## src/design/lf_params.svh

```systemverilog
`ifndef LF_PARAMS_SVH
`define LF_PARAMS_SVH

////////////////////
// ADC framing
////////////////////

// Conversion width in bits
`define LF_ADC_BITS 12
// clk cycles per half period of the ADC clock
`define LF_ADC_HALF 2
// ADC clocks per chip-select frame
`define LF_FRAME_CYCLES 16

// Mux addresses of the three reflectance sensors
`define LF_CH_LEFT 3'd5
`define LF_CH_CENTER 3'd6
`define LF_CH_RIGHT 3'd7

////////////////////
// Decision and drive
////////////////////

// Readings strictly above this count as dark
`define LF_WHITE_THRESHOLD 1900
`define LF_DEBOUNCE_SETS 3

`define LF_PWM_PERIOD 100
`define LF_DUTY_FAST 80
`define LF_DUTY_SLOW 40
`define LF_DUTY_BITS 8

`endif

```

## src/design/lf_pkg.sv

```systemverilog
`include "lf_params.svh"

package lf_pkg;

	typedef logic [`LF_ADC_BITS-1:0] adc_sample_t;
	typedef logic [2:0] adc_channel_t;
	typedef logic [`LF_DUTY_BITS-1:0] duty_t;
	typedef logic [3:0] pattern_code_t;

	// One reading per sensor
	typedef struct packed {
		adc_sample_t left;
		adc_sample_t center;
		adc_sample_t right;
	} line_sample_t;

	// High-time counts for one PWM period
	typedef struct packed {
		duty_t rw_f;
		duty_t rw_b;
		duty_t lw_f;
		duty_t lw_b;
	} wheel_cmd_t;

	typedef struct packed {
		logic rw_f;
		logic rw_b;
		logic lw_f;
		logic lw_b;
	} motor_pins_t;

	typedef enum logic [2:0] {
		MV_FORWARD,
		MV_RIGHT,
		MV_LEFT,
		MV_STOP,
		MV_NODE
	} motion_e;

	// Named after the channel converted in the current frame
	typedef enum logic [2:0] {
		RD_IDLE,
		RD_DISCARD,
		RD_LEFT,
		RD_CENTER,
		RD_RIGHT
	} reader_state_e;

endpackage

```

## src/design/adc_serial_reader.sv

```systemverilog
`include "lf_params.svh"

module adc_serial_reader (
	input  logic                 clk,
	input  logic                 rst_n,
	input  logic                 adc_data,
	output logic                 adc_clk,
	output logic                 adc_cs_n,
	output logic                 adc_address,
	output lf_pkg::line_sample_t sample,
	output logic                 sample_valid
);

	localparam int DIV_W = $clog2(`LF_ADC_HALF) + 1;
	localparam int CYC_W = $clog2(`LF_FRAME_CYCLES);
	localparam logic [CYC_W-1:0] LAST_CYCLE = CYC_W'(`LF_FRAME_CYCLES - 1);
	localparam logic [CYC_W-1:0] FIRST_DATA = CYC_W'(`LF_FRAME_CYCLES - `LF_ADC_BITS);

	lf_pkg::reader_state_e state;
	lf_pkg::adc_channel_t next_ch;
	lf_pkg::adc_sample_t shift_q;
	logic [DIV_W-1:0] div_cnt;
	logic [CYC_W-1:0] cyc_cnt;
	logic [CYC_W-1:0] cyc_next;
	logic half_end;
	logic rise;
	logic fall;
	logic frame_end;

	assign half_end = (state != lf_pkg::RD_IDLE) && (div_cnt == DIV_W'(`LF_ADC_HALF - 1));
	assign rise = half_end && !adc_clk;
	assign fall = half_end && adc_clk;
	assign frame_end = fall && (cyc_cnt == LAST_CYCLE);
	assign cyc_next = frame_end ? '0 : cyc_cnt + 1'b1;

	// The address sent now is converted one frame later
	always_comb
	begin
		case (state)
			lf_pkg::RD_LEFT:   next_ch = `LF_CH_CENTER;
			lf_pkg::RD_CENTER: next_ch = `LF_CH_RIGHT;
			default:           next_ch = `LF_CH_LEFT;
		endcase
	end

	////////////////////
	// Clock, frame and address
	////////////////////

	always_ff @(posedge clk)
	begin
		if (!rst_n)
		begin
			state <= lf_pkg::RD_IDLE;
			div_cnt <= '0;
			cyc_cnt <= '0;
			adc_clk <= 1'b0;
			adc_cs_n <= 1'b1;
			adc_address <= 1'b0;
			sample_valid <= 1'b0;
		end
		else
		begin
			sample_valid <= 1'b0;
			if (state == lf_pkg::RD_IDLE)
			begin
				adc_cs_n <= 1'b0;
				state <= lf_pkg::RD_DISCARD;
			end
			else
			begin
				div_cnt <= half_end ? '0 : div_cnt + 1'b1;
				if (half_end)
					adc_clk <= !adc_clk;
				if (fall)
				begin
					cyc_cnt <= cyc_next;
					// MSB first in cycles 2 to 4
					if (cyc_next == CYC_W'(2))
						adc_address <= next_ch[2];
					else if (cyc_next == CYC_W'(3))
						adc_address <= next_ch[1];
					else if (cyc_next == CYC_W'(4))
						adc_address <= next_ch[0];
					else
						adc_address <= 1'b0;
				end
				if (frame_end)
				begin
					case (state)
						lf_pkg::RD_DISCARD: state <= lf_pkg::RD_LEFT;
						lf_pkg::RD_LEFT:    state <= lf_pkg::RD_CENTER;
						lf_pkg::RD_CENTER:  state <= lf_pkg::RD_RIGHT;
						default:            state <= lf_pkg::RD_LEFT;
					endcase
					sample_valid <= (state == lf_pkg::RD_RIGHT);
				end
			end
		end
	end

	////////////////////
	// Data capture
	////////////////////

	always_ff @(posedge clk)
	begin
		if (rise && cyc_cnt >= FIRST_DATA)
			shift_q <= {shift_q[`LF_ADC_BITS-2:0], adc_data};
		if (frame_end)
		begin
			case (state)
				lf_pkg::RD_LEFT:   sample.left <= shift_q;
				lf_pkg::RD_CENTER: sample.center <= shift_q;
				lf_pkg::RD_RIGHT:  sample.right <= shift_q;
				default:           sample <= sample;
			endcase
		end
	end

endmodule

```

## src/design/line_decision.sv

```systemverilog
`include "lf_params.svh"

module line_decision (
	input  logic                  clk,
	input  logic                  rst_n,
	input  lf_pkg::line_sample_t  sample,
	input  logic                  sample_valid,
	input  logic                  done,
	output lf_pkg::wheel_cmd_t    cmd,
	output logic                  cmd_valid,
	output logic                  led_l,
	output logic                  led_m,
	output logic                  led_r,
	output lf_pkg::pattern_code_t digits
);

	localparam lf_pkg::adc_sample_t THRESHOLD = `LF_WHITE_THRESHOLD;
	localparam lf_pkg::duty_t DUTY_FAST = `LF_DUTY_FAST;
	localparam lf_pkg::duty_t DUTY_SLOW = `LF_DUTY_SLOW;
	localparam int REP_W = $clog2(`LF_DEBOUNCE_SETS + 1);

	// Left, centre, right with 1 for dark
	logic [2:0] pattern;
	logic [2:0] last_pattern;
	logic [REP_W-1:0] rep_cnt;
	logic [REP_W-1:0] rep_next;
	logic busy;
	logic accept;
	logic issue;
	lf_pkg::motion_e motion;
	lf_pkg::wheel_cmd_t duties;

	assign pattern = {sample.left > THRESHOLD, sample.center > THRESHOLD,
		sample.right > THRESHOLD};
	assign accept = sample_valid && !busy;
	assign rep_next = (rep_cnt != '0 && pattern == last_pattern) ? rep_cnt + 1'b1 : REP_W'(1);
	assign issue = accept && (rep_next == REP_W'(`LF_DEBOUNCE_SETS));

	always_comb
	begin
		case (pattern)
			3'b000, 3'b101: motion = lf_pkg::MV_STOP;
			3'b001, 3'b011: motion = lf_pkg::MV_RIGHT;
			3'b010:         motion = lf_pkg::MV_FORWARD;
			3'b100, 3'b110: motion = lf_pkg::MV_LEFT;
			default:        motion = lf_pkg::MV_NODE;
		endcase
	end

	always_comb
	begin
		duties = '0;
		case (motion)
			lf_pkg::MV_FORWARD:
			begin
				duties.rw_f = DUTY_FAST;
				duties.lw_f = DUTY_FAST;
			end
			// Pivot with the right wheel backing off
			lf_pkg::MV_RIGHT:
			begin
				duties.rw_b = DUTY_SLOW;
				duties.lw_f = DUTY_FAST;
			end
			lf_pkg::MV_LEFT:
			begin
				duties.rw_f = DUTY_FAST;
				duties.lw_b = DUTY_SLOW;
			end
			default:
				duties = '0;
		endcase
	end

	////////////////////
	// LEDs and debounce
	////////////////////

	always_ff @(posedge clk)
	begin
		if (!rst_n)
		begin
			led_l <= 1'b0;
			led_m <= 1'b0;
			led_r <= 1'b0;
			last_pattern <= '0;
			rep_cnt <= '0;
			busy <= 1'b0;
			cmd_valid <= 1'b0;
			digits <= '0;
		end
		else
		begin
			cmd_valid <= 1'b0;
			if (sample_valid)
			begin
				// Lit over white
				led_l <= !pattern[2];
				led_m <= !pattern[1];
				led_r <= !pattern[0];
			end
			if (accept)
			begin
				last_pattern <= pattern;
				rep_cnt <= issue ? '0 : rep_next;
			end
			if (issue)
			begin
				cmd_valid <= 1'b1;
				busy <= 1'b1;
				// codes 1 to 8 follow the pattern value
				digits <= {1'b0, pattern} + 4'd1;
			end
			else if (done)
			begin
				busy <= 1'b0;
				digits <= '0;
			end
		end
	end

	always_ff @(posedge clk)
	begin
		if (issue)
			cmd <= duties;
	end

endmodule

```

## src/design/wheel_pwm.sv

```systemverilog
`include "lf_params.svh"

module wheel_pwm (
	input  logic                clk,
	input  logic                rst_n,
	input  lf_pkg::wheel_cmd_t  cmd,
	input  logic                cmd_valid,
	output logic                done,
	output lf_pkg::motor_pins_t pins
);

	localparam int CNT_W = $clog2(`LF_PWM_PERIOD);
	localparam logic [CNT_W-1:0] LAST = CNT_W'(`LF_PWM_PERIOD - 1);

	lf_pkg::wheel_cmd_t cmd_q;
	logic [CNT_W-1:0] cnt;
	logic running;

	// High for the first duty cycles of the period
	function automatic logic pin_high(input lf_pkg::duty_t duty, input logic [CNT_W-1:0] count);
		return lf_pkg::duty_t'(count) < duty;
	endfunction

	assign done = running && (cnt == LAST);

	assign pins.rw_f = running && pin_high(cmd_q.rw_f, cnt);
	assign pins.rw_b = running && pin_high(cmd_q.rw_b, cnt);
	assign pins.lw_f = running && pin_high(cmd_q.lw_f, cnt);
	assign pins.lw_b = running && pin_high(cmd_q.lw_b, cnt);

	always_ff @(posedge clk)
	begin
		if (!rst_n)
		begin
			running <= 1'b0;
			cnt <= '0;
		end
		else if (running)
		begin
			if (done)
			begin
				running <= 1'b0;
				cnt <= '0;
			end
			else
				cnt <= cnt + 1'b1;
		end
		else if (cmd_valid)
		begin
			running <= 1'b1;
			cnt <= '0;
		end
	end

	always_ff @(posedge clk)
	begin
		if (cmd_valid && !running)
			cmd_q <= cmd;
	end

endmodule

```

## src/design/line_follower_top.sv

```systemverilog
module line_follower_top (
	input  logic                  clk,
	input  logic                  rst_n,
	input  logic                  adc_data,
	output logic                  adc_clk,
	output logic                  adc_cs_n,
	output logic                  adc_address,
	output logic                  rw_f,
	output logic                  rw_b,
	output logic                  lw_f,
	output logic                  lw_b,
	output logic                  led_l,
	output logic                  led_m,
	output logic                  led_r,
	output lf_pkg::pattern_code_t digits
);

	lf_pkg::line_sample_t sample;
	logic sample_valid;
	lf_pkg::wheel_cmd_t cmd;
	logic cmd_valid;
	logic done;
	lf_pkg::motor_pins_t pins;

	adc_serial_reader u_adc_serial_reader (
		.clk          (clk),
		.rst_n        (rst_n),
		.adc_data     (adc_data),
		.adc_clk      (adc_clk),
		.adc_cs_n     (adc_cs_n),
		.adc_address  (adc_address),
		.sample       (sample),
		.sample_valid (sample_valid)
	);

	line_decision u_line_decision (
		.clk          (clk),
		.rst_n        (rst_n),
		.sample       (sample),
		.sample_valid (sample_valid),
		.done         (done),
		.cmd          (cmd),
		.cmd_valid    (cmd_valid),
		.led_l        (led_l),
		.led_m        (led_m),
		.led_r        (led_r),
		.digits       (digits)
	);

	wheel_pwm u_wheel_pwm (
		.clk       (clk),
		.rst_n     (rst_n),
		.cmd       (cmd),
		.cmd_valid (cmd_valid),
		.done      (done),
		.pins      (pins)
	);

	assign rw_f = pins.rw_f;
	assign rw_b = pins.rw_b;
	assign lw_f = pins.lw_f;
	assign lw_b = pins.lw_b;

endmodule

```

## config.mk

```make
export PLATFORM = sky130hd
export DESIGN_NAME = line_follower_top
export DESIGN_NICKNAME = d
export VERILOG_FILES = /design/src/design/lf_pkg.sv /design/src/design/adc_serial_reader.sv /design/src/design/line_decision.sv /design/src/design/wheel_pwm.sv /design/src/design/line_follower_top.sv
export VERILOG_INCLUDE_DIRS = /design/src /design/src/design
export SDC_FILE = /design/constraint.sdc
export NUM_CORES = 1
export LEC_CHECK = 0
export ABC_AREA = 1
export BUFFER_PORTS_ARGS = -buffer_cell sky130_fd_sc_hd__buf_2
export CORE_ASPECT_RATIO = 2
export CORE_MARGIN = 4
export CORE_UTILIZATION = 47
export CTS_BUF_LIST = sky130_fd_sc_hd__clkbuf_8 sky130_fd_sc_hd__clkbuf_16
export DETAILED_ROUTE_END_ITERATION = 10
export MAX_ROUTING_LAYER = met4
export PLACE_DENSITY = 0.63
export SLEW_MARGIN = 20
export SYNTH_ARGS = -nofsm -noshare
export SYNTH_HDL_FRONTEND = slang
export SYNTH_SLANG_ARGS = --single-unit
export TNS_END_PERCENT = 100
```

## constraint.sdc

```tcl
create_clock -name clk -period 5.5 [get_ports clk]
set_input_delay 1.65 -clock clk [delete_from_list [all_inputs] [get_ports clk]]
set_output_delay 1.65 -clock clk [all_outputs]
set_load 0.01 [all_outputs]
```

Word level (Yosys, flattened, before mapping)
Cells that the tools add are included.

Equality and inequality tests: 19. $lt $le $gt $ge: 8. Div/mod/pow operators: 0. Shifts and indexed selects: 0. Muxes and demuxes: 27. Reduce and logical (&&, ||, !) cells: 40. Bitwise logic cells: 3. Add/subtract/negate cells: 5. Multipliers: 0.

Operator list (number): greater-than comparator 12 x 11 -> 1 bit, second input constant (3); 2-to-1 mux 7 bit (5); < comparator 7 x 8 -> 1 bit (4); == test 3 x 2 -> 1 bit, second input constant (5); logical AND 1 bit (14); == test 3 bit, second input constant (4); 2-to-1 mux 4 bit (3); 2-to-1 mux 6 bit (2); one-hot mux 3 bit (4 select lines) (1); OR reduction 2 bit (6); 2-to-1 mux 1 bit (11); AND reduction 2 bit (5); zero test 3 bit (3); == test 4 x 2 -> 1 bit, second input constant (2); nonzero test 2 bit (4); adder 7 x 1 -> 7 bit, second input constant (1); == test 7 bit, second input constant (1); == test 3 x 1 -> 1 bit, second input constant (2); zero test 1 bit (6); 2-to-1 mux 2 bit (3); one-hot mux 3 bit (2 select lines) (1); adder 2 x 1 -> 2 bit, second input constant (2); adder 3 x 1 -> 4 bit, second input constant (1); adder 4 x 1 -> 4 bit, second input constant (1); other kinds (10) (12).

RAM bits: 0. Memory bits (read-only): 0. Input port bits: 3. Logic and storage cells: 132. Register bits after elaboration: 147. Bits in latches: 0. Memories kept: 0.

Longest topological paths before layout
Gate-level depths: netlist (run 1).

Depth after elaboration: 9. Depth in mapped cells: 13. Mapped depth without buffers: 13.

Hierarchy
A second synthesis (run 1) with hierarchy kept.

Cell total of the unflattened synthesis: 512. Area, all modules: 5589.1 um2.

By module, submodules not included: adc_serial_reader (cells each 133, times used 1, area an instance 2120.8 um2); wheel_pwm (cells each 192, times used 1, area an instance 2028.2 um2); line_decision (cells each 187, times used 1, area an instance 1440.1 um2).

Least setup slack after synthesis (run 1)
OpenSTA, ideal clock, no wires.

Kind: reg2out. Start: reg u_wheel_pwm.cmd_q[12] (netlist name). End: out lw_f. Required time: 3.850 ns. Arrival time: 1.002 ns. Path buffers: 0. Slack: 2.848 ns. Stages on the path, launching flop included: 4. Cell sequence: edfxtp_1 -> inv_1 -> ha_1 -> a211oi_1.

Longest elaborated chain between the ends: 2.

RTL lines: start, declared (RTL line wheel_pwm.sv:15) `lf_pkg::wheel_cmd_t cmd_q;`; start signal, assigned (RTL line wheel_pwm.sv:58) `cmd_q <= cmd;`; < comparator 7 x 8 -> 1 bit (RTL line wheel_pwm.sv:21) `return lf_pkg::duty_t'(count) < duty;`; logical AND 1 bit (RTL line wheel_pwm.sv:28) `assign pins.lw_f = running && pin_high(cmd_q.lw_f, cnt);`; end, declared (RTL line line_follower_top.sv:10) `output logic lw_f,`.

Every way passes these cells.

Worst setup path in the final report (run 1)
Start: reg u_wheel_pwm.cnt[5]. End: out lw_b.

Longest elaborated chain between the ends: 2.

RTL lines: start, declared (RTL line wheel_pwm.sv:16) `logic [CNT_W-1:0] cnt;`; start signal, assigned (RTL line wheel_pwm.sv:46) `cnt <= cnt + 1'b1;`; < comparator 7 x 8 -> 1 bit (RTL line wheel_pwm.sv:21); logical AND 1 bit (RTL line wheel_pwm.sv:29) `assign pins.lw_b = running && pin_high(cmd_q.lw_b, cnt);`; end, declared (RTL line line_follower_top.sv:11) `output logic lw_b,`.

Every way passes these cells.

==> summary.md, run 1 <==
| Metric | Value |
|---|---|
| Status | `finished, final reports clean` |
| Hold Vio Cnt, Final | `0` |
| Die footprint | `9840 µm²` |
| Post-synthesis simple-gate area fraction | `0.176` |
| Setup-failing EPs final | `0` |
| Peak VDD IR | `0.000189 V` |
| WP buf/inv | `1` |
| Post-CTS Setup Inserts | `0` |
| N_diodes | `0` |
| Seq cells post-synth | `91` |
| Largest net degree at the start of global routing | `20` |
| Drt via density | `4.99` |
| Multiplexer area fraction after synthesis | `0.00259` |
| Number of I/O pins | `17` |
| Final non-filler cell total | `499` |
| Area Growth Syn to Fin | `12.8%` |
| Net Sw Frac | `0.188` |
| Tot Pwr | `1.31 mW` |
| Port bufs | `16` |
| Clk pwr share | `0.436` |
| Worst R2R Start | `u_adc_serial_reader.sample[23]` |
| CTS sink count | `91` |
| Post-route ant nets | `0` |
| Max_cap viols | `0` |
| Worst slew pin tran | `0.725 ns` |
| Gr usage total | `0.162` |
| Cell variety after synth | `32` |
| Synth area leader | `edfxtp_1` |
| Crit-path cells | `ha_1 > a211oi_1 > buf_2` |
| Crit. Startpoint | `u_wheel_pwm.cnt[5]` |
| Delay-heaviest family, CP | `flip-flops` |
| DRT met1 WL | `2.51 mm` |
| Inserted Clock Buffers | `9` |
| Min-delay src | `u_line_decision.cmd[19]` |
| Post-route setup TNS | `0 ns` |
| Avg Cell Area, Syn | `10.4 µm²` |
| Final instance area | `4360 µm²` |
| Synth Warn # | `0` |
| Via count | `2491` |
| Pleak | `1.75 nW` |
| HP Class | `reg2reg` |
| Placed cell area | `4070 µm²` |
| Post-Synth Adder-Cell Area | `0.0485` |
| Core area | `8000 µm²` |
| Post-synth ARST share | `0` |
| Initial core utilization | `0.484` |
| CP Capture Type | `output pin` |
| Final period util | `0.566` |
| Main combinational cell family by area after synthesis | `simple AND/OR/NAND/NOR gates` |
| Highest Clock Rate | `321 MHz` |
| Row Count | `46` |
| Remaining DRCs | `0` |
| 1st-pass router iterations | `5` |
| Synth Cell Area | `3870 µm²` |
| Final HPWL DP | `5.39 mm` |
| Fin crit period | `3.11 ns` |
| Ys flop type | `edfxtp_1` |
| Pwr per Cell Area | `300 nW/µm²` |
| Synth area leaders | `edfxtp_1, dfxtp_1, nand2_1` |
| Fin. max-slew vios | `0` |
| Worst setup SP type | `flop` |
| Worst-Skew Late Latency | `0.33 ns` |
| RSZ-0062 raised after global routing | `no` |
| Hold_buf cts | `0` |
| Crit Path Class | `reg2out` |
| Post-synthesis xor/xnor area fraction | `0.00453` |
| WL final | `7.04 mm` |
| CP peak stage delay | `0.45 ns` |
| Top Layer Used | `met4` |
| Initial antenna violation count | `0` |
| GPL Wtd Cong | `0.768` |
| Die width | `72.2 µm` |
| CP Data Required Time | `3.85 ns` |
| Syn nets | `391` |
| Worst path slowest cell | `dfxtp_1` |
| Post-synth EDFFs | `56` |
| Synth Area in Compound Gates | `0.0851` |
| Clk slew on worst S/H paths | `0.06 ns` |
| Top cell type's share of synthesized area | `0.435` |
| DR iter-0 viols | `168` |
| Cell Int Power | `1.06 mW` |
| Post-layout util | `0.545` |
| Max clock buf depth | `2` |
| First-pass GRT wire length | `11.6 mm` |
| Clock Tree Root | `clkbuf_16` |
| Layout Nets | `416` |
| Share of total power in combinational logic | `0.012` |
| Post-Place Cells | `483` |
| DR WL/cell | `14.1 µm` |
| CTS tree | `done` |
| Register area share after synthesis | `0.616` |
| Detail Route met2 WL | `4.15 mm` |
| Critical Path AT | `1.46 ns` |
| H-tree depth | `3` |
| Die H | `136 µm` |
| Post_cts resized | `0` |
| Mapped Cells | `373` |
| Clock Skews | `0.00469 ns` |
| Flop pwr share | `0.552` |
| Psw | `0.245 mW` |
| Final global-route overflow total | `0` |
| Vias in the first global route | `2404` |
| Slew HR | `0.515` |
| Met3 routed WL | `188 µm` |
| Max FO, Critical Path | `6` |
| Share of cells above drive strength 1 | `0.144` |
==> per-stage QoR <==
step                      setup slack [ns]  hold slack [ns]
after floorplan                       2.85            0.400
after global placement                2.80            0.415
after detailed placement              2.73            0.408
after CTS                             2.37            0.423
after global routing                  2.32            0.444
final                                 2.39            0.421
==> logic make-up (layout without fill, tap and decap cells) <==
family / count (synthesis) / in the layout
and+or+nand+nor: 138 / 138
DFF: 91 / 91
buffers and inverters: 70 / 100
AOI/OAI and AO/OA: 56 / 56
adders and majority gates: 15 / 15
xor gates and xnor gates: 2 / 2
muxes: 1 / 1
==> layer usage <==
layer | GRT usage | vias up
li1 | - | 1286
met1 | 0.155 | 1153
met2 | 0.304 | 38
met3 | 0.0289 | 14
met4 | 0.0764 | 0
met5 | - | -
==> worst register-to-register path: cells and delay by family (launching register included) <==
| kind | cells | cell delay (ns) |
|---|---|---|
| AND/OR/NAND/NOR | 5 | 0.73 |
| adder cells (fa/ha/maj) | 2 | 0.38 |
| flip-flops | 1 | 0.36 |
| AO/OA/AOI/OAI | 2 | 0.34 |
| buffers and inverters | 2 | 0.26 |
==> path summary, 6_finish.rpt <==
check                       endpoint  slack, ns  depth (start not counted)
min            u_wheel_pwm.cmd_q[19]       0.42                          0
min reg2reg    u_wheel_pwm.cmd_q[19]       0.42                          0
max reg2reg  u_line_decision.cmd[28]       3.28                         11
max                             lw_b       2.39                          3
==> power groups by stage <==
stage               logic, mW  clock network, mW  registers [mW]
floorplan              0.0116                  0           0.736
global placement       0.0160                  0           0.736
detailed placement     0.0164                  0           0.736
CTS                    0.0165              0.586           0.721
global route           0.0186              0.607           0.721
finish                 0.0163              0.570           0.721
==> cell usage after synthesis, types with 2 or more instances <==
| cell | n |
|---|---|
| nor2_2 | 2 |
| a21oi_2 | 2 |
| nor2_4 | 6 |
| ha_1 | 15 |
| a211oi_1 | 8 |
| nand2_1 | 67 |
| o21ai_0 | 17 |
| dfxtp_1 | 35 |
| nor3_1 | 4 |
| o211ai_1 | 4 |
| nand4_1 | 3 |
| nand3_1 | 19 |
| edfxtp_1 | 56 |
| nand2_2 | 5 |
| clkbuf_1 | 3 |
| inv_2 | 7 |
| a21oi_1 | 22 |
| nor2_1 | 25 |
| inv_1 | 60 |
==> flip-flops by register name, indices dropped and copies added, names as in the netlist, 2 cells and up <==
register and cells:
u_adc_serial_reader.cyc_cnt 4, u_adc_serial_reader.div_cnt 2, u_adc_serial_reader.sample 36, u_adc_serial_reader.shift_q 12, u_adc_serial_reader.state 3, u_line_decision.cmd 4, u_line_decision.digits 4, u_line_decision.last_pattern 3
u_line_decision.rep_cnt 2, u_wheel_pwm.cmd_q 4, u_wheel_pwm.cnt 7
==> layout make-up <==
class | instances | area, µm²
clock inverter | 5 | 21.3
sequential | 91 | 2380
fill | 698 | 3640
timing repair buffer | 17 | 87.6
inverter | 67 | 251
tap | 96 | 120
multi-input combinational | 212 | 1240
clock buffer | 11 | 264
==> placed cells by master, fill, tap and decap left out, types with 2 or more instances in the layout <==
cell type  netlist  layout
inv_2            7       7
nand3_1         19      19
edfxtp_1        56      56
dfxtp_1         35      35
o21ai_0         17      17
nor3_1           4       4
o211ai_1         4       4
a21oi_1         22      22
nand2_1         67      67
inv_1           60      63
ha_1            15      15
a211oi_1         8       7
clkinv_2         0       2
nand2_2          5       5
nor2_1          25      25
buf_2            0      16
nand4_1          3       3
nor2_4           6       6
clkbuf_16        0      10
nor2_2           2       2
a21oi_2          2       2
(Power assumes the default switching activity.)
==> run 2, diff against run 1 <==
--- a/config.mk
+++ b/config.mk
@@ -14,7 +14,7 @@
 export CTS_BUF_LIST = sky130_fd_sc_hd__clkbuf_8 sky130_fd_sc_hd__clkbuf_16
 export DETAILED_ROUTE_END_ITERATION = 10
 export MAX_ROUTING_LAYER = met4
-export PLACE_DENSITY = 0.63
+export PLACE_DENSITY = 0.65
 export SLEW_MARGIN = 20
 export SYNTH_ARGS = -nofsm -noshare
 export SYNTH_HDL_FRONTEND = slang
==> constraint.sdc (replaced) <==
create_clock -name clk -period 2.5 [get_ports clk]
set_input_delay 0.75 -clock clk [delete_from_list [all_inputs] [get_ports clk]]
set_output_delay 0.75 -clock clk [all_outputs]
set_load 0.01 [all_outputs]
==> summary.md, run 2 (synthesized netlist as in run 1, its figures left out) <==
| Metric | Value |
|---|---|
| Final HPWL DP | `5.36 mm` |
| Final worst slack | `0.312 ns` |
| Peak VDD IR | `0.000552 V` |
| Post-route ant nets | `0` |
| WP buf/inv | `2` |
| R2R depth | `11` |
| Status | `finished, final reports clean` |
| Worst slew pin tran | `0.633 ns` |
| Area Growth Syn to Fin | `13.2%` |
| Max_cap viols | `0` |
| Hold_buf cts | `0` |
| DR iter-0 viols | `123` |
| Post-CTS Setup Inserts | `0` |
| Share of cells above drive strength 1 | `0.151` |
| Highest Clock Rate | `457 MHz` |
| Worst path slowest cell | `edfxtp_1` |
| CTS sink count | `91` |
| CP peak stage delay | `0.42 ns` |
| Most used routing layer | `met2` |
| Layout Nets | `418` |
| Largest register FFs | `36` |
| M2 GR Usage | `0.311` |
| Met3 GRT Util | `0.0318` |
| Commonest non-fill, non-tap cell in the layout | `nand2_1` |
| 1st-pass router iterations | `4` |
| Worst-Skew Late Latency | `0.34 ns` |
| Initial antenna violation count | `0` |
| Crit-path cells | `inv_1 > ha_1 > a211oi_1 > buf_2` |
| WL final | `6.99 mm` |
| Setup-failing EPs final | `0` |
| Clk slew on worst S/H paths | `0.06 ns` |
| Die footprint | `9840 µm²` |
| Die width | `72.2 µm` |
| Commonest non-fill, non-tap cells in the layout | `nand2_1, inv_1, edfxtp_1, dfxtp_1, nor2_1` |
| Port bufs | `16` |
| Via count | `2493` |
| RSZ-0062 raised after global routing | `no` |
| Pwr per Cell Area | `670 nW/µm²` |
| Hold Vio Cnt, Final | `0` |
| CTS tree | `done` |
| Final period util | `0.875` |
| Row Count | `46` |
| Hold endpoint | `u_wheel_pwm.cmd_q[19]` |
| Post-route setup TNS | `0 ns` |
| Worst hold path cell count | `0` |
| Post_cts resized | `0` |
| Delay-heaviest family, CP | `flip-flops` |
| N_diodes | `0` |
| GPL Wtd Cong | `0.841` |
| Largest net degree at the start of global routing | `19` |
| Core area | `8000 µm²` |
| Min-delay src | `u_line_decision.cmd[19]` |
| Biggest regs | `u_adc_serial_reader.sample: 36 flops, u_adc_serial_reader.shift_q: 12 flops, u_wheel_pwm.cnt: 7 flops` |
| Vias in the first global route | `2525` |
| Number of I/O pins | `17` |
| DR WL/cell | `14.0 µm` |
| GRT met1 Usage | `0.140` |
| Clock Skews | `0.00520 ns` |
| Top reg by flops | `u_adc_serial_reader.sample` |
| CP Capture Type | `output pin` |
| Fin crit period | `2.19 ns` |
| Drt via density | `4.98` |
| Slew HR | `0.577` |
| HP Class | `reg2reg` |
| H-tree depth | `3` |
| Initial core utilization | `0.484` |
| Fillers | `700` |
| Critical Path AT | `1.44 ns` |
| Pleak | `1.75 nW` |
| Pre-CTS WS | `0.415 ns` |
| Worst R2R Start | `u_adc_serial_reader.sample[23]` |
| Max clock buf depth | `2` |
| R2R Setup Slk | `0.40 ns` |
| Final global-route overflow total | `0` |
| Crit Path Class | `reg2out` |
| Die H | `136 µm` |
| Remaining DRCs | `0` |
| CP Data Required Time | `1.75 ns` |
| Gr usage total | `0.160` |
| RR Endpoint | `u_line_decision.cmd[28]` |
| Max FO, Critical Path | `2` |
| Worst setup SP type | `flop` |
| Inserted Clock Buffers | `9` |
| Fin. max-slew vios | `0` |
| First-pass GRT wire length | `11.4 mm` |
| Clock Tree Root | `clkbuf_16` |
## run 2: cell count changes in the layout (fill, tap and decap cells not counted), sizes merged
cell      previous run  this run
bufinv               0         1
inv                 70        69
clkinvlp             0         1
clkbuf              11        10
buf                 17        19
## run 2: layer usage
layer  part of all wire  vias up
li1                   -     1299
met1               0.35     1160
met2               0.60       24
met3              0.030       10
met4              0.018        0
met5                  0        -
## run 2: worst max path at each step
stage | from | endpoint | slack (ns) | cells past startpoint
finish | u_wheel_pwm.cmd_q[28] | rw_f | 0.31 | 4
global route | u_adc_serial_reader.sample[11] | u_line_decision.cmd[12] | 0.19 | 10
CTS | u_wheel_pwm.cnt[5] | rw_b | 0.30 | 3
detailed placement | u_adc_serial_reader.sample[23] | u_line_decision.cmd[28] | 0.41 | 11
global placement | u_adc_serial_reader.sample[23] | u_line_decision.cmd[12] | 0.49 | 10
floorplan | u_adc_serial_reader.state[0] | u_adc_serial_reader.sample[0] | 0.20 | 10
## run 2: per-stage QoR
stage               hold slack [ns]  power (mW)   util  std cells  cell area (µm²)
floorplan                     0.400        1.64      -        373             3870
global placement              0.403        1.66  0.511        485             4090
detailed placement            0.405        1.66  0.511        485             4090
CTS                           0.420        2.97  0.548        501             4380
global route                  0.443        3.02  0.548        501             4380
finish                        0.418        2.94  0.548        501             4380
## run 2: cell type report
class / instances / area (µm²) / area share
Clock inverter: 6 / 56.3 / 0.0129
Clock buffer: 10 / 239 / 0.0546
Inverter: 67 / 251 / 0.0574
Tap cell: 96 / 120 / 0.0274
Sequential cell: 91 / 2380 / 0.544
Timing Repair Buffer: 19 / 103 / 0.0234
Multi-Input combinational cell: 212 / 1230 / 0.280
## run 2: where the power goes
group | total (mW) | internal [mW] | switching, mW
Clock | 1.31 | 0.793 | 0.518
Sequential | 1.59 | 1.58 | 0.00523
Combinational | 0.0382 | 0.0111 | 0.0271
Total | 2.94 | 2.39 | 0.550
==> run 3, diff against run 2 <==
--- a/config.mk
+++ b/config.mk
@@ -7,16 +7,16 @@
 export NUM_CORES = 1
 export LEC_CHECK = 0
 export ABC_AREA = 1
-export BUFFER_PORTS_ARGS = -buffer_cell sky130_fd_sc_hd__buf_2
+export BUFFER_PORTS_ARGS = -buffer_cell sky130_fd_sc_hd__buf_4
 export CORE_ASPECT_RATIO = 2
 export CORE_MARGIN = 4
 export CORE_UTILIZATION = 47
 export CTS_BUF_LIST = sky130_fd_sc_hd__clkbuf_8 sky130_fd_sc_hd__clkbuf_16
 export DETAILED_ROUTE_END_ITERATION = 10
 export MAX_ROUTING_LAYER = met4
-export PLACE_DENSITY = 0.65
+export PLACE_DENSITY = 0.63
 export SLEW_MARGIN = 20
 export SYNTH_ARGS = -nofsm -noshare
 export SYNTH_HDL_FRONTEND = slang
 export SYNTH_SLANG_ARGS = --single-unit
-export TNS_END_PERCENT = 100
+export TNS_END_PERCENT = 1
==> constraint.sdc (replaced) <==
create_clock -name clk -period 2.6 [get_ports clk]
set_input_delay 0.78 -clock clk [delete_from_list [all_inputs] [get_ports clk]]
set_output_delay 0.78 -clock clk [all_outputs]
set_load 0.01 [all_outputs]
==> summary.md, run 3 (synthesized netlist as in run 1, its figures left out) <==
| Metric | Value |
|---|---|
| Status | `finished, final reports clean` |
| Max FO, Critical Path | `5` |
| WL final | `6.75 mm` |
| Area occupied by multi-input gates | `1230 µm²` |
| Post-route setup TNS | `0 ns` |
| Post-route ant nets | `0` |
| Crit path capture | `lw_f` |
| RR Endpoint | `u_line_decision.cmd[12]` |
| Clock Tree Root | `clkbuf_16` |
| Hold Vio Cnt, Final | `0` |
| R2R Setup Slk | `0.48 ns` |
| 1st-pass router iterations | `4` |
| Biggest regs | `u_adc_serial_reader.sample: 36 flops, u_adc_serial_reader.shift_q: 12 flops, u_wheel_pwm.cnt: 7 flops` |
| Number of I/O pins | `17` |
| Psw | `0.543 mW` |
| Die width | `72.2 µm` |
| Most used routing layer | `met2` |
| Gr usage total | `0.155` |
| Inserted Clock Buffers | `9` |
| Share of cells above drive strength 1 | `0.151` |
| Pleak | `1.73 nW` |
| GRT met1 Usage | `0.136` |
| Post_cts resized | `0` |
| Register area | `2380 µm²` |
| Met3 GRT Util | `0.0363` |
| Worst R2R Start | `u_adc_serial_reader.sample[11]` |
| Critical Path AT | `1.47 ns` |
| First-pass GRT wire length | `11.0 mm` |
| Layout Nets | `417` |
| Fillers | `697` |
| GPL Wtd Cong | `0.848` |
| Worst setup SP type | `flop` |
| Worst hold path cell count | `0` |
| Clk slew on worst S/H paths | `0.06 ns` |
| HP Class | `reg2reg` |
| Initial core utilization | `0.484` |
| R2R depth | `10` |
| Hold_buf cts | `0` |
| Commonest non-fill, non-tap cells in the layout | `nand2_1, inv_1, edfxtp_1, dfxtp_1, nor2_1` |
| Final global-route overflow total | `0` |
| Max clock buf depth | `2` |
| Largest net degree at the start of global routing | `20` |
| Setup-failing EPs final | `0` |
| RSZ-0062 raised after global routing | `no` |
| Final period util | `0.867` |
| Via count | `2481` |
| Area Growth Syn to Fin | `13.4%` |
| Largest register FFs | `36` |
| CTS sink count | `91` |
| Commonest non-fill, non-tap cell in the layout | `nand2_1` |
| M2 GR Usage | `0.293` |
| Share of total power in combinational logic | `0.014` |
| Fin crit period | `2.25 ns` |
| Core area | `8000 µm²` |
| Max_cap viols | `0` |
| Final HPWL DP | `5.22 mm` |
| DR iter-0 viols | `129` |
| Port bufs | `16` |
| Worst-Skew Late Latency | `0.34 ns` |
| Row Count | `46` |
| Post-layout util | `0.548` |
| CP Capture Type | `output pin` |
| Vias in the first global route | `2377` |
| Die footprint | `9840 µm²` |
| Die H | `136 µm` |
| Cell Int Power | `2.17 mW` |
| Clk pwr share | `0.425` |
| Worst slew pin tran | `0.638 ns` |
| DR WL/cell | `13.5 µm` |
| Fin. max-slew vios | `0` |
| Min-delay src | `u_line_decision.cmd[19]` |
| Flop pwr share | `0.561` |
| Drt via density | `4.96` |
| Pwr per Cell Area | `619 nW/µm²` |
| Remaining DRCs | `0` |
| N_diodes | `0` |
| CP Data Required Time | `1.82 ns` |
| H-tree depth | `3` |
| Top reg by flops | `u_adc_serial_reader.sample` |
| Net Sw Frac | `0.200` |
| Slew HR | `0.573` |
| CTS tree | `done` |
| Peak VDD IR | `0.000553 V` |
| Post-CTS Setup Inserts | `0` |
| Highest Clock Rate | `444 MHz` |
| Clock Skews | `0.00598 ns` |
| Crit. Startpoint | `u_wheel_pwm.cnt[6]` |
| Initial antenna violation count | `0` |
| Crit Path Class | `reg2out` |
[run 3: cell types whose count changed in the layout (fill, tap and decap cells not counted)]
cell,before,now
buf_4,3,18
buf_2,16,0
clkinv_2,1,2
clkinvlp_4,0,1
clkbuf_8,1,0
inv_1,61,60
clkinv_4,0,1
bufinv_16,1,0
[run 3: power by group through the flow]
stage	clock network (mW)	logic, mW	registers, mW
6_report	1.15	0.0369	1.53
5_1_grt	1.25	0.0421	1.53
4_1_cts	1.19	0.0376	1.53
3_5_place_dp	0	0.0376	1.56
3_3_place_gp	0	0.0370	1.56
2_1_floorplan	0	0.0246	1.56
[run 3: how the worst min path moves through the flow]
stage,endpoint,slack (ns)
after CTS,u_wheel_pwm.cmd_q[19],0.42
final,u_wheel_pwm.cmd_q[19],0.42
after floorplan,u_wheel_pwm.cmd_q[12],0.40
after global placement,u_wheel_pwm.cmd_q[19],0.40
after detailed placement,u_wheel_pwm.cmd_q[19],0.41
after global routing,u_wheel_pwm.cmd_q[19],0.44
[run 3: worst max-delay path, cell delays in order (launching register included)]
cell and delay [ns]:
dfxtp_1 0.45, ha_1 0.27, a211oi_1 0.25, buf_4 0.16
[run 3: area by class of cell]
| type | count | share of cell area |
|---|---|---|
| multi-input cells | 212 | 0.280 |
| repair buffers | 18 | 0.0308 |
| inverters | 67 | 0.0573 |
| clock inverters | 7 | 0.00998 |
| clock buffers | 9 | 0.0513 |
| flip-flops and latches | 91 | 0.543 |
| well taps | 96 | 0.0274 |
[run 3: layer usage]
layer	wire [µm]	share of wire
met1	2390	0.35
met2	3970	0.59
met3	214	0.032
met4	173	0.026
met5	0	0
[run 3: per-stage QoR]
step           setup WS, ns  hold slack (ns)  instance area (µm²)  power [mW]  std cells
3_5_place_dp          0.478            0.407                 4120        1.59        484
3_3_place_gp          0.503            0.404                 4120        1.59        484
4_1_cts               0.318            0.421                 4390        2.75        500
5_1_grt               0.252            0.442                 4390        2.82        500
2_1_floorplan         0.304            0.400                 3870        1.58        373
6_report              0.345            0.420                 4390        2.72        500
